File: src/verilog/plic_pkg.sv
package plic_pkg;

    // bus and register widths
    typedef logic [15:0] axi_addr_t;
    typedef logic [31:0] axi_data_t;
    typedef logic [3:0]  axi_strb_t;

    // id 0 is reserved for "no source"
    typedef logic [5:0]  src_id_t;
    typedef logic [2:0]  prio_t;

    // register map, byte offsets
    localparam axi_addr_t PRIO_BASE      = 16'h0000;
    localparam axi_addr_t PENDING_OFFS   = 16'h1000;
    localparam axi_addr_t ENABLE_OFFS    = 16'h2000;
    localparam axi_addr_t THRESHOLD_OFFS = 16'h3000;
    localparam axi_addr_t CLAIM_OFFS     = 16'h3004;

    // single-cycle write strobe into the core
    typedef struct packed {
        axi_addr_t addr;
        axi_data_t data;
        axi_strb_t strb;
        logic      en;
    } reg_wr_t;

    typedef struct packed {
        axi_addr_t addr;
        logic      en;
    } reg_rd_t;

    typedef struct packed {
        src_id_t id;
        prio_t   prio;
    } arb_result_t;

    typedef enum logic [1:0] {WR_IDLE, WR_ADDR, WR_DATA, WR_RESP} axi_wr_state_t;

    typedef enum logic [1:0] {RD_IDLE, RD_ADDR, RD_DATA} axi_rd_state_t;

endpackage
File: src/verilog/plic_top.sv
`timescale 1ns/1ps

module plic_top #(
    parameter int NUM_SOURCES = 8
) (
    input  logic                   S_AXI_ACLK,
    input  logic                   S_AXI_ARESETN,
    input  plic_pkg::axi_addr_t    S_AXI_AWADDR,
    input  logic [2:0]             S_AXI_AWPROT,
    input  logic                   S_AXI_AWVALID,
    output logic                   S_AXI_AWREADY,
    input  plic_pkg::axi_data_t    S_AXI_WDATA,
    input  plic_pkg::axi_strb_t    S_AXI_WSTRB,
    input  logic                   S_AXI_WVALID,
    output logic                   S_AXI_WREADY,
    output logic [1:0]             S_AXI_BRESP,
    output logic                   S_AXI_BVALID,
    input  logic                   S_AXI_BREADY,
    input  plic_pkg::axi_addr_t    S_AXI_ARADDR,
    input  logic [2:0]             S_AXI_ARPROT,
    input  logic                   S_AXI_ARVALID,
    output logic                   S_AXI_ARREADY,
    output plic_pkg::axi_data_t    S_AXI_RDATA,
    output logic [1:0]             S_AXI_RRESP,
    output logic                   S_AXI_RVALID,
    input  logic                   S_AXI_RREADY,
    input  logic [NUM_SOURCES-1:0] irq_sources,
    output logic                   irq_valid
);

    import plic_pkg::*;

    axi_wr_state_t wr_state;
    axi_rd_state_t rd_state;
    axi_addr_t     awaddr_q;
    axi_data_t     rdata_q;
    axi_data_t     core_rdata;
    reg_wr_t       wr;
    reg_rd_t       rd;
    logic          aw_hs;
    logic          w_hs;

    assign S_AXI_AWREADY = (wr_state == WR_ADDR);
    // W waits for AW so data never lands on a stale address
    assign S_AXI_WREADY  = (wr_state == WR_DATA) ||
                           ((wr_state == WR_ADDR) && S_AXI_AWVALID);
    assign S_AXI_BVALID  = (wr_state == WR_RESP);
    assign S_AXI_BRESP   = 2'b00;

    assign S_AXI_ARREADY = (rd_state == RD_ADDR);
    assign S_AXI_RVALID  = (rd_state == RD_DATA);
    assign S_AXI_RDATA   = rdata_q;
    assign S_AXI_RRESP   = 2'b00;

    assign aw_hs = S_AXI_AWVALID && S_AXI_AWREADY;
    assign w_hs  = S_AXI_WVALID && S_AXI_WREADY;

    assign wr.addr = (wr_state == WR_DATA) ? awaddr_q : S_AXI_AWADDR;
    assign wr.data = S_AXI_WDATA;
    assign wr.strb = S_AXI_WSTRB;
    assign wr.en   = w_hs;

    assign rd.addr = S_AXI_ARADDR;
    assign rd.en   = S_AXI_ARVALID && S_AXI_ARREADY;

    always_ff @(posedge S_AXI_ACLK) begin
        if (!S_AXI_ARESETN) begin
            wr_state <= WR_IDLE;
        end else begin
            case (wr_state)
                WR_IDLE: wr_state <= WR_ADDR;
                WR_ADDR: begin
                    if (w_hs) begin
                        wr_state <= WR_RESP;
                    end else if (aw_hs) begin
                        wr_state <= WR_DATA;
                    end
                end
                WR_DATA: if (w_hs) wr_state <= WR_RESP;
                // BREADY stall holds off the next write
                WR_RESP: if (S_AXI_BREADY) wr_state <= WR_ADDR;
                default: wr_state <= WR_IDLE;
            endcase
        end
    end

    always_ff @(posedge S_AXI_ACLK) begin
        if (aw_hs) begin
            awaddr_q <= S_AXI_AWADDR;
        end
    end

    always_ff @(posedge S_AXI_ACLK) begin
        if (!S_AXI_ARESETN) begin
            rd_state <= RD_IDLE;
        end else begin
            case (rd_state)
                RD_IDLE: rd_state <= RD_ADDR;
                RD_ADDR: if (rd.en) rd_state <= RD_DATA;
                RD_DATA: if (S_AXI_RREADY) rd_state <= RD_ADDR;
                default: rd_state <= RD_IDLE;
            endcase
        end
    end

    // held until the R handshake
    always_ff @(posedge S_AXI_ACLK) begin
        if (rd.en) begin
            rdata_q <= core_rdata;
        end
    end

    plic_core #(
        .NUM_SOURCES(NUM_SOURCES)
    ) core_i (
        .S_AXI_ACLK   (S_AXI_ACLK),
        .S_AXI_ARESETN(S_AXI_ARESETN),
        .wr           (wr),
        .rd           (rd),
        .irq_sources  (irq_sources),
        .rdata        (core_rdata),
        .irq_valid    (irq_valid)
    );

endmodule

File: src/verilog/plic_core.sv
`timescale 1ns/1ps

module plic_core #(
    parameter int NUM_SOURCES = 8
) (
    input  logic                   S_AXI_ACLK,
    input  logic                   S_AXI_ARESETN,
    input  plic_pkg::reg_wr_t      wr,
    input  plic_pkg::reg_rd_t      rd,
    input  logic [NUM_SOURCES-1:0] irq_sources,
    output plic_pkg::axi_data_t    rdata,
    output logic                   irq_valid
);

    import plic_pkg::*;

    prio_t       [NUM_SOURCES:1] prio_q;
    logic        [NUM_SOURCES:1] enable_q;
    prio_t                       threshold_q;
    logic        [NUM_SOURCES:1] pending;
    logic        [NUM_SOURCES:1] claim;
    logic        [NUM_SOURCES:1] complete;
    arb_result_t                 best;
    src_id_t                     claim_id;
    axi_addr_t                   wr_word;
    axi_addr_t                   rd_word;
    src_id_t                     wr_idx;
    src_id_t                     rd_idx;
    axi_data_t                   enable_word;
    axi_data_t                   pending_word;
    axi_data_t                   enable_next;

    function automatic axi_data_t apply_strb(
        axi_data_t old_word,
        axi_data_t new_word,
        axi_strb_t strb
    );
        axi_data_t merged;
        merged = old_word;
        for (int b = 0; b < 4; b++) begin
            if (strb[b]) begin
                merged[8*b +: 8] = new_word[8*b +: 8];
            end
        end
        return merged;
    endfunction

    // priority slots for sources 1..NUM_SOURCES
    function automatic logic is_prio(axi_addr_t word);
        src_id_t idx;
        idx = word[7:2];
        return (word[15:8] == PRIO_BASE[15:8]) && (idx != '0) &&
               (idx <= src_id_t'(NUM_SOURCES));
    endfunction

    assign wr_word = {wr.addr[15:2], 2'b00};
    assign rd_word = {rd.addr[15:2], 2'b00};
    assign wr_idx  = wr_word[7:2];
    assign rd_idx  = rd_word[7:2];

    // bit n of the word is source n, bit 0 stays zero
    always_comb begin
        enable_word                  = '0;
        pending_word                 = '0;
        enable_word[NUM_SOURCES:1]   = enable_q;
        pending_word[NUM_SOURCES:1]  = pending;
    end

    assign enable_next = apply_strb(enable_word, wr.data, wr.strb);

    always_ff @(posedge S_AXI_ACLK) begin
        if (!S_AXI_ARESETN) begin
            prio_q      <= '0;
            enable_q    <= '0;
            threshold_q <= '0;
        end else if (wr.en) begin
            if (is_prio(wr_word)) begin
                prio_q[wr_idx] <= prio_t'(apply_strb(axi_data_t'(prio_q[wr_idx]),
                                                     wr.data, wr.strb));
            end
            if (wr_word == ENABLE_OFFS) begin
                enable_q <= enable_next[NUM_SOURCES:1];
            end
            if (wr_word == THRESHOLD_OFFS) begin
                threshold_q <= prio_t'(apply_strb(axi_data_t'(threshold_q),
                                                  wr.data, wr.strb));
            end
        end
    end

    assign claim_id = (best.prio > threshold_q) ? best.id : '0;

    always_comb begin
        rdata = '0;
        if (is_prio(rd_word)) begin
            rdata = axi_data_t'(prio_q[rd_idx]);
        end else begin
            case (rd_word)
                PENDING_OFFS:   rdata = pending_word;
                ENABLE_OFFS:    rdata = enable_word;
                THRESHOLD_OFFS: rdata = axi_data_t'(threshold_q);
                CLAIM_OFFS:     rdata = axi_data_t'(claim_id);
                default:        rdata = '0;
            endcase
        end
    end

    for (genvar g = 1; g <= NUM_SOURCES; g++) begin : gen_src
        assign claim[g]    = rd.en && (rd_word == CLAIM_OFFS) &&
                             (claim_id == src_id_t'(g));
        assign complete[g] = wr.en && (wr_word == CLAIM_OFFS) &&
                             (wr.data == axi_data_t'(g));

        plic_gateway gateway_i (
            .S_AXI_ACLK   (S_AXI_ACLK),
            .S_AXI_ARESETN(S_AXI_ARESETN),
            .src          (irq_sources[g-1]),
            .claim        (claim[g]),
            .complete     (complete[g]),
            .pending      (pending[g])
        );
    end

    plic_arbiter #(
        .NUM_SOURCES(NUM_SOURCES)
    ) arbiter_i (
        .pending(pending),
        .enable (enable_q),
        .prio   (prio_q),
        .best   (best)
    );

    always_ff @(posedge S_AXI_ACLK) begin
        if (!S_AXI_ARESETN) begin
            irq_valid <= 1'b0;
        end else begin
            irq_valid <= best.prio > threshold_q;
        end
    end

endmodule

File: src/verilog/plic_arbiter.sv
`timescale 1ns/1ps

module plic_arbiter #(
    parameter int NUM_SOURCES = 8
) (
    input  logic                  [NUM_SOURCES:1] pending,
    input  logic                  [NUM_SOURCES:1] enable,
    input  plic_pkg::prio_t       [NUM_SOURCES:1] prio,
    output plic_pkg::arb_result_t                 best
);

    import plic_pkg::*;

    logic [NUM_SOURCES:1] eligible;

    assign eligible = pending & enable;

    // ascending scan with a strict compare keeps the lowest id on ties
    always_comb begin
        best = '0;
        for (int i = 1; i <= NUM_SOURCES; i++) begin
            // best.prio starts at 0, so priority 0 never wins
            if (eligible[i] && (prio[i] > best.prio)) begin
                best.id   = src_id_t'(i);
                best.prio = prio[i];
            end
        end
    end

endmodule

File: src/verilog/plic_gateway.sv
`timescale 1ns/1ps

module plic_gateway (
    input  logic S_AXI_ACLK,
    input  logic S_AXI_ARESETN,
    input  logic src,
    input  logic claim,
    input  logic complete,
    output logic pending
);

    logic in_service;

    // level gateway: one outstanding request per source
    always_ff @(posedge S_AXI_ACLK) begin
        if (!S_AXI_ARESETN) begin
            pending    <= 1'b0;
            in_service <= 1'b0;
        end else begin
            if (claim) begin
                pending    <= 1'b0;
                in_service <= 1'b1;
            end else begin
                if (complete) begin
                    in_service <= 1'b0;
                end
                // sticky until claimed
                if (src && !in_service) begin
                    pending <= 1'b1;
                end
            end
        end
    end

    // a still-high level re-arms pending on the edge after
    // in_service drops, since the set term sees the new state
    // only then

endmodule

File: config.mk
export PLATFORM = sky130hd
export DESIGN_NAME = plic_top
export DESIGN_NICKNAME = d
export VERILOG_FILES = /design/src/verilog/plic_pkg.sv /design/src/verilog/plic_top.sv /design/src/verilog/plic_core.sv /design/src/verilog/plic_arbiter.sv /design/src/verilog/plic_gateway.sv
export SDC_FILE = /design/constraint.sdc
export NUM_CORES = 1
export LEC_CHECK = 0
export ABC_AREA = 1
export BUFFER_PORTS_ARGS = -buffer_cell sky130_fd_sc_hd__buf_2
export CAP_MARGIN = 20
export CELL_PAD_IN_SITES_DETAIL_PLACEMENT = 0
export CELL_PAD_IN_SITES_GLOBAL_PLACEMENT = 1
export CORE_MARGIN = 2
export CORE_UTILIZATION = 30
export CTS_BUF_LIST = sky130_fd_sc_hd__clkbuf_8 sky130_fd_sc_hd__clkbuf_16
export CTS_CLUSTER_DIAMETER = 80
export DETAILED_ROUTE_END_ITERATION = 6
export PLACE_DENSITY_LB_ADDON = 0.1
export SLEW_MARGIN = 25
export SYNTH_ARGS = -nofsm -noshare
export SYNTH_HDL_FRONTEND = slang
export SYNTH_SLANG_ARGS = --single-unit
File: constraint.sdc
create_clock -name S_AXI_ACLK -period 21.1 [get_ports S_AXI_ACLK]
set_input_delay 4.22 -clock S_AXI_ACLK [delete_from_list [all_inputs] [get_ports S_AXI_ACLK]]
set_output_delay 4.22 -clock S_AXI_ACLK [all_outputs]
set_load 0.05 [all_outputs]
After elaboration in Yosys (flattened, before gate mapping)
Index checks and enable logic that the tools add are counted.
{"block": "classes", "muxes": 47, "reduce_logical": 79, "n_lt_le_gt_ge": 14, "n_eq_ne": 33, "n_bitwise": 2}
{"operator": "32-bit by 3-bit equality test with 1-bit output (second input constant)", "count": 4}
{"operator": "14-bit by 12-bit equality test with 1-bit output (second input constant)", "count": 6}
{"operator": "32-bit by 2-bit equality test with 1-bit output (second input constant)", "count": 2}
{"operator": "9-bit two-way mux", "count": 7}
{"operator": "1-bit logical AND", "count": 42}
{"operator": "9-bit one-hot mux with 4 select lines", "count": 1}
{"operator": "32-bit by 1-bit equality test with 1-bit output (second input constant)", "count": 1}
{"operator": "32-bit by 4-bit equality test with 1-bit output (second input constant)", "count": 1}
{"operator": "3-bit binary-select mux with 4-bit select", "count": 2}
{"operator": "24-bit bitwise mux", "count": 1}
{"operator": "6-bit by 3-bit equality test with 1-bit output (second input constant)", "count": 4}
{"operator": "3-bit greater-than comparator", "count": 8}
{"operator": "3-bit two-way mux", "count": 8}
{"operator": "8-bit zero test", "count": 2}
{"operator": "1-bit two-way mux", "count": 16}
{"operator": "16-bit two-way mux", "count": 1}
{"operator": "2-bit nonzero test", "count": 8}
{"operator": "2-bit OR reduction", "count": 8}
{"operator": "14-bit by 11-bit equality test with 1-bit output (second input constant)", "count": 1}
{"operator": "3-bit demux with 4-bit select", "count": 1}
{"operator": "6-bit by 2-bit equality test with 1-bit output (second input constant)", "count": 2}
{"operator": "6-bit by 4-bit less-or-equal comparator with 1-bit output (second input constant)", "count": 2}
{"operator": "6-bit by 5-bit < comparator with 1-bit output (second input constant)", "count": 2}
{"operator": "2-bit two-way mux", "count": 6}
{"operator": "21 further kinds", "count": 39}
{"block": "totals", "in_bits": 89, "register_bits": 81, "word_cells": 208, "output_inout_bits": 42}

Depth between registers and ports, before layout
{"block": "logic_depth", "word_depth": 29, "depth_mapped": 66, "depth_no_buf": 66}

Modules after synthesis
From an unflattened synthesis, not the netlist that was laid out.
{"block": "hier_totals", "hier_cells": 979, "area_unflattened_um2": 6891.6}
{"mod": "plic_core", "cells_each": 554, "seq_area_each_um2": 720.7, "area_per_inst_um2": 3150.5, "n_inst": 1}
{"mod": "plic_top", "cells_each": 152, "seq_area_each_um2": 1521.5, "area_per_inst_um2": 2003.2, "n_inst": 1}
{"mod": "plic_arbiter", "cells_each": 177, "seq_area_each_um2": 0.0, "area_per_inst_um2": 1067.3, "n_inst": 1}
{"mod": "plic_gateway", "cells_each": 12, "seq_area_each_um2": 40.0, "area_per_inst_um2": 83.8, "n_inst": 8}

Least setup slack after synthesis
Ideal clock, no wire load.
{"block": "synth_path", "path_kind": "input-to-output", "from": "input S_AXI_AWVALID", "to": "output S_AXI_WREADY", "cell_stages": 2, "setup_slack_ps": 12208, "n_path_buf": 0, "arrival_ps": 4672, "t_required_ps": 16880, "cell_sequence": "nand2_1 nand2_1"}
{"block": "synth_via", "elab_chain_len": 2}
{"item": "start: declaration", "line_no": "plic_top.sv:10", "text": "input logic S_AXI_AWVALID,"}
{"item": "1-bit logical AND", "line_no": "plic_top.sv:46", "text": "((wr_state == WR_ADDR) && S_AXI_AWVALID);"}
{"item": "1-bit logical OR", "line_no": "plic_top.sv:45", "text": "assign S_AXI_WREADY = (wr_state == WR_DATA) ||"}
{"item": "end: declaration", "line_no": "plic_top.sv:15", "text": "output logic S_AXI_WREADY,"}
Every way passes these cells.

Final worst setup path
{"block": "layout_path", "from": "register core_i.prio_q[2] (netlist bit)", "to": "register core_i.gen_src[5].gateway_i.in_service"}
{"block": "layout_via", "elab_chain_len": 29, "word_cells_on_any_way": 30}
{"item": "start: declaration", "line_no": "plic_core.sv:17", "text": "prio_t [NUM_SOURCES:1] prio_q;"}
{"item": "start signal: indexed assignment", "line_no": "plic_core.sv:78", "text": "prio_q[wr_idx] <= prio_t'(apply_strb(axi_data_t'(prio_q[wr_idx]),"}
{"item": "3-bit by 1-bit greater-than comparator with 1-bit output", "line_no": "plic_arbiter.sv:23", "text": "if (eligible[i] && (prio[i] > best.prio)) begin"}
{"item": "1-bit logical AND", "line_no": "plic_arbiter.sv:23"}
{"item": "4-bit two-way mux *", "line_no": "plic_arbiter.sv:23"}
{"item": "3-bit greater-than comparator", "line_no": "plic_arbiter.sv:23"}
{"item": "1-bit logical AND", "line_no": "plic_arbiter.sv:23"}
{"item": "9-bit two-way mux *", "line_no": "plic_arbiter.sv:23"}
{"item": "3-bit greater-than comparator", "line_no": "plic_arbiter.sv:23"}
{"item": "1-bit logical AND", "line_no": "plic_arbiter.sv:23"}
{"item": "(+13 left out)"}
{"item": "3-bit greater-than comparator", "line_no": "plic_arbiter.sv:23"}
{"item": "1-bit logical AND", "line_no": "plic_arbiter.sv:23"}
{"item": "9-bit two-way mux *", "line_no": "plic_arbiter.sv:23"}
{"item": "3-bit greater-than comparator", "line_no": "plic_core.sv:91", "text": "assign claim_id = (best.prio > threshold_q) ? best.id : '0;"}
{"item": "6-bit two-way mux *", "line_no": "plic_core.sv:91"}
{"item": "6-bit by 3-bit equality test with 1-bit output *", "line_no": "plic_core.sv:110", "text": "(claim_id == src_id_t'(g));"}
{"item": "1-bit logical AND *", "line_no": "plic_core.sv:109", "text": "assign claim[g] = rd.en && (rd_word == CLAIM_OFFS) &&"}
{"item": "1-bit two-way mux or 2-bit nonzero test (tied branches)"}
{"item": "end signal: assignment", "line_no": "plic_gateway.sv:18", "text": "in_service <= 1'b0;"}
{"item": "end signal: assignment", "line_no": "plic_gateway.sv:22", "text": "in_service <= 1'b1;"}
{"item": "end signal: assignment", "line_no": "plic_gateway.sv:25", "text": "in_service <= 1'b0;"}
{"item": "end: declaration", "line_no": "plic_gateway.sv:12", "text": "logic in_service;"}
Every way passes the cells marked *; elsewhere a longest branch is shown, timed or not.
A chain may end at the register's enable or synchronous reset.

==> summary.txt <==
Setup path
  • Worst Reg-to-Reg Cells: just under 60
  • Crit path top cell by count: o21ai_0
  • Crit path largest cell delay: 0.44 ns
  • R2R Setup Slk: ~11 ns
  • Critical Path RT: 21.37 ns
  • CP max-delay cell: dfxtp_1
  • Nature of the critical path startpoint: register
  • Crit path DAT: between 10 and 15 ns
  • FF-to-FF Start: core_i.prio_q[2]
  • Crit end category: register
  • WS Path Type: reg -> reg
  • Max FO, Critical Path: 10
  • Critical R2R Capture: core_i.gen_src[5].gateway_i.in_service

Floorplan
  • # IOs: approximately 130
  • Die area: between 15000 and 20000 sq um
  • Initial Util: 0.3060
  • Core area: approximately 17000 sq um
  • Site row count: 47
  • Die Wd: approximately 130 microns
  • Die Y: roughly 130 microns

Route
  • Vias: 4844
  • Via density: a little under 5
  • Detailed-router iteration count before antenna repair: 5
  • DRC viols: 0
  • Antenna Nets Post-Route: 0
  • Initial detailed-routing violation count: about 320
  • Routed WL: 15510 microns
  • DR WL/cell: between 15 and 20 microns

Finish
  • Finished Layout Cells: between 1000 and 1500
  • Final Cell Area: slightly below 6000 sq um
  • Commonest non-fill, non-tap cell in the layout: inv_1
  • Layout Area Growth over Synthesis: 17.14%
  • Fin nets: just under 900
  • N_diodes: 0
  • Most frequent cells in the layout: inv_1 (105), buf_2 (91), nand2_1 (86)
  • Layout cells sized above 1: 0.1906

STA
  • Fmax: a little over 100 MHz
  • Relative slew slack: 0.3171
  • Setup-failing EPs final: 0
  • Final Hold Fails: 0
  • Setup TNS: 0 ns
  • Crit share post-route: 0.4679
  • Unrepaired setup endpoints after global routing: false
  • Setup ws final: between 10 and 15 ns
  • Minimum clock period after layout: 9.873 ns
  • Slew Viols, Final: 0
  • Slew @ Worst Pin: 1.015 ns
  • Skew final: 0.01123 ns

Clock network
  • Clock H-tree levels: 3
  • Cts-stage hold buffer count: 0
  • Num CTS Buffers: 9
  • Clock Latency Late Sink: between 0.3 and 0.4 ns
  • # Post-CTS Setup Buffers: 0
  • Root Buffer Master: clkbuf_16
  • Clock sink count: between 70 and 80
  • # resized after CTS: 0
  • Max Root-Sink Buffers: 2
  • TritonCTS clock tree: yes
  • Reg clk slew, reported paths: ~0.06 ns

Synthesis
  • Share of synthesized registers carrying an async set or reset: 0
  • Top post-synthesis cells by area: dfxtp_1 (22%), edfxtp_1 (14%), o21ai_0 (7.9%)
  • Largest area contributor in the netlist: dfxtp_1
  • Cell count after synthesis: roughly 690
  • Synthesized area: about 5100 sq um
  • Flops & latches, synth: a little under 80
  • Post-synth top area share: 0.2217
  • Post-synth EDFFs: 23
  • Ys flop type: dfxtp_1
  • Syn Area/Cell: roughly 7.3 sq um
  • Unique masters post-synth: 45
  • Register area share after synthesis: 0.3582
  • Ys Warns: 0

Global routing
  • GRT Total Usage: 0.1788
  • First-pass GRT wire length: between 20000 and 25000 microns
  • Largest net degree at the start of global routing: 42
  • Grt ovf: 0
  • Vias in the first global route: roughly 4600
  • Initial antenna violation count: 0

Place
  • Placed cell area: 5640 sq um
  • DP Worst Slack: around 11 ns
  • Dpl cells: between 900 and 1000
  • Gpl congestion: just under 0.9
  • Buffers on Ports: between 90 and 100
  • Hpwl dp: between 10000 and 15000 microns

Flow run
  • Max-cap viol count: 0

Hold path
  • Worst Hold End: core_i.enable_q[5]
  • Hold Path Cell Cnt: 2
  • Hold crit path type: reg -> reg
  • Hold Crit Start: core_i.enable_q[5]

Run status
  • Status: finished, final reports clean

Power
  • PwrDens: roughly 67 nW/um^2
  • Peak VDD IR: roughly 0.000043 V
  • Static leakage: around 0.0025 uW
## synth_stat cells (all sizes together), types with 4 or more instances
library cell / number
inv: 108
o211ai: 9
nor3: 14
clkbuf: 10
nand4: 9
a31oi: 5
a211oi: 4
o31ai: 4
nand3: 35
edfxtp: 23
or2: 5
a21oi: 59
buf: 28
o2111ai: 4
o21ai: 84
o22ai: 14
nor2: 67
nand2: 106
nor4: 9
dfxtp: 56
ha: 20
## kinds of logic (layout without fill, tap and decap cells)
group	Yosys count	in the layout	synth area share
other cells	1	27	0.0007415
flops	79	79	0.3582
simple gates	252	252	0.2432
buf+inv	146	215	0.1286
mux	1	1	0.001979
compound gates	193	193	0.2177
fa+ha+maj	20	20	0.04948
## flip-flops by register name (all words and copies together) (netlist names), 3 cells and up
| register | count |
|---|---|
| core_i.gen_src.gateway_i.in_service | 8 |
| core_i.enable_q | 8 |
| core_i.gen_src.gateway_i.pending | 8 |
| core_i.threshold_q | 3 |
| core_i.prio_q | 24 |
| S_AXI_RDATA | 9 |
| awaddr_q | 14 |
## metrics by stage
stage | hold WS (ns) | util | power (uW)
3_5_place_dp | 0.4615 | 0.3413 | 251.0
4_1_cts | 0.4719 | 0.3585 | 401.5
6_report | 0.4785 | 0.3585 | 396.2
5_1_grt | 0.5002 | 0.3585 | 417.2
3_3_place_gp | 0.4560 | 0.3413 | 249.1
2_1_floorplan | 0.4411 | - | 231.8
## area by class of cell
type / instances / area (sq um)
flip-flops and latches: 79 / 1812
multi-input cells: 493 / 2693
inverters: 108 / 405.4
well taps: 220 / 275.3
clock inverters: 6 / 33.78
repair buffers: 91 / 455.4
fillers: 1790 / 10600
clock buffers: 10 / 250.2
## report_power, final
part | leakage (uW) | switching (uW) | internal [uW]
Sequential | 0.000665 | 3.53 | 166
Clock | 0.000139 | 63.2 | 85.8
Combinational | 0.00174 | 59.1 | 18.9
Total | 0.00255 | 126 | 270
## critical path: cells and delay by family, from the launching register on
family / cells / cell delay [ns]
adders and majority gates: 8 / 2.38
and+or+nand+nor: 30 / 3.48
buffers and inverters: 5 / 0.52
DFF: 1 / 0.44
AOI/OAI and AO/OA: 15 / 2.99
## layer usage
layer,part of all wire,track usage,vias up
li1,-,-,2492
met3,0.039,0.03250,17
met4,0.020,0.06087,0
met5,0,0,-
met1,0.48,0.2444,2220
met2,0.46,0.2846,115
## worst max path at each step
stage                                             start                                      to  slack (ns)  depth (start not counted)
finish                                 core_i.prio_q[2]  core_i.gen_src[5].gateway_i.in_service       11.23                         58
global route                           core_i.prio_q[2]  core_i.gen_src[5].gateway_i.in_service        9.94                         59
CTS                                    core_i.prio_q[2]  core_i.gen_src[5].gateway_i.in_service       11.11                         58
detailed placement  core_i.gen_src[1].gateway_i.pending  core_i.gen_src[5].gateway_i.in_service       11.17                         56
global placement    core_i.gen_src[1].gateway_i.pending     core_i.gen_src[5].gateway_i.pending       11.14                         55
floorplan                                 S_AXI_AWVALID                            S_AXI_WREADY       12.21                          2
No activity file was read; power rests on OpenSTA's default activity.
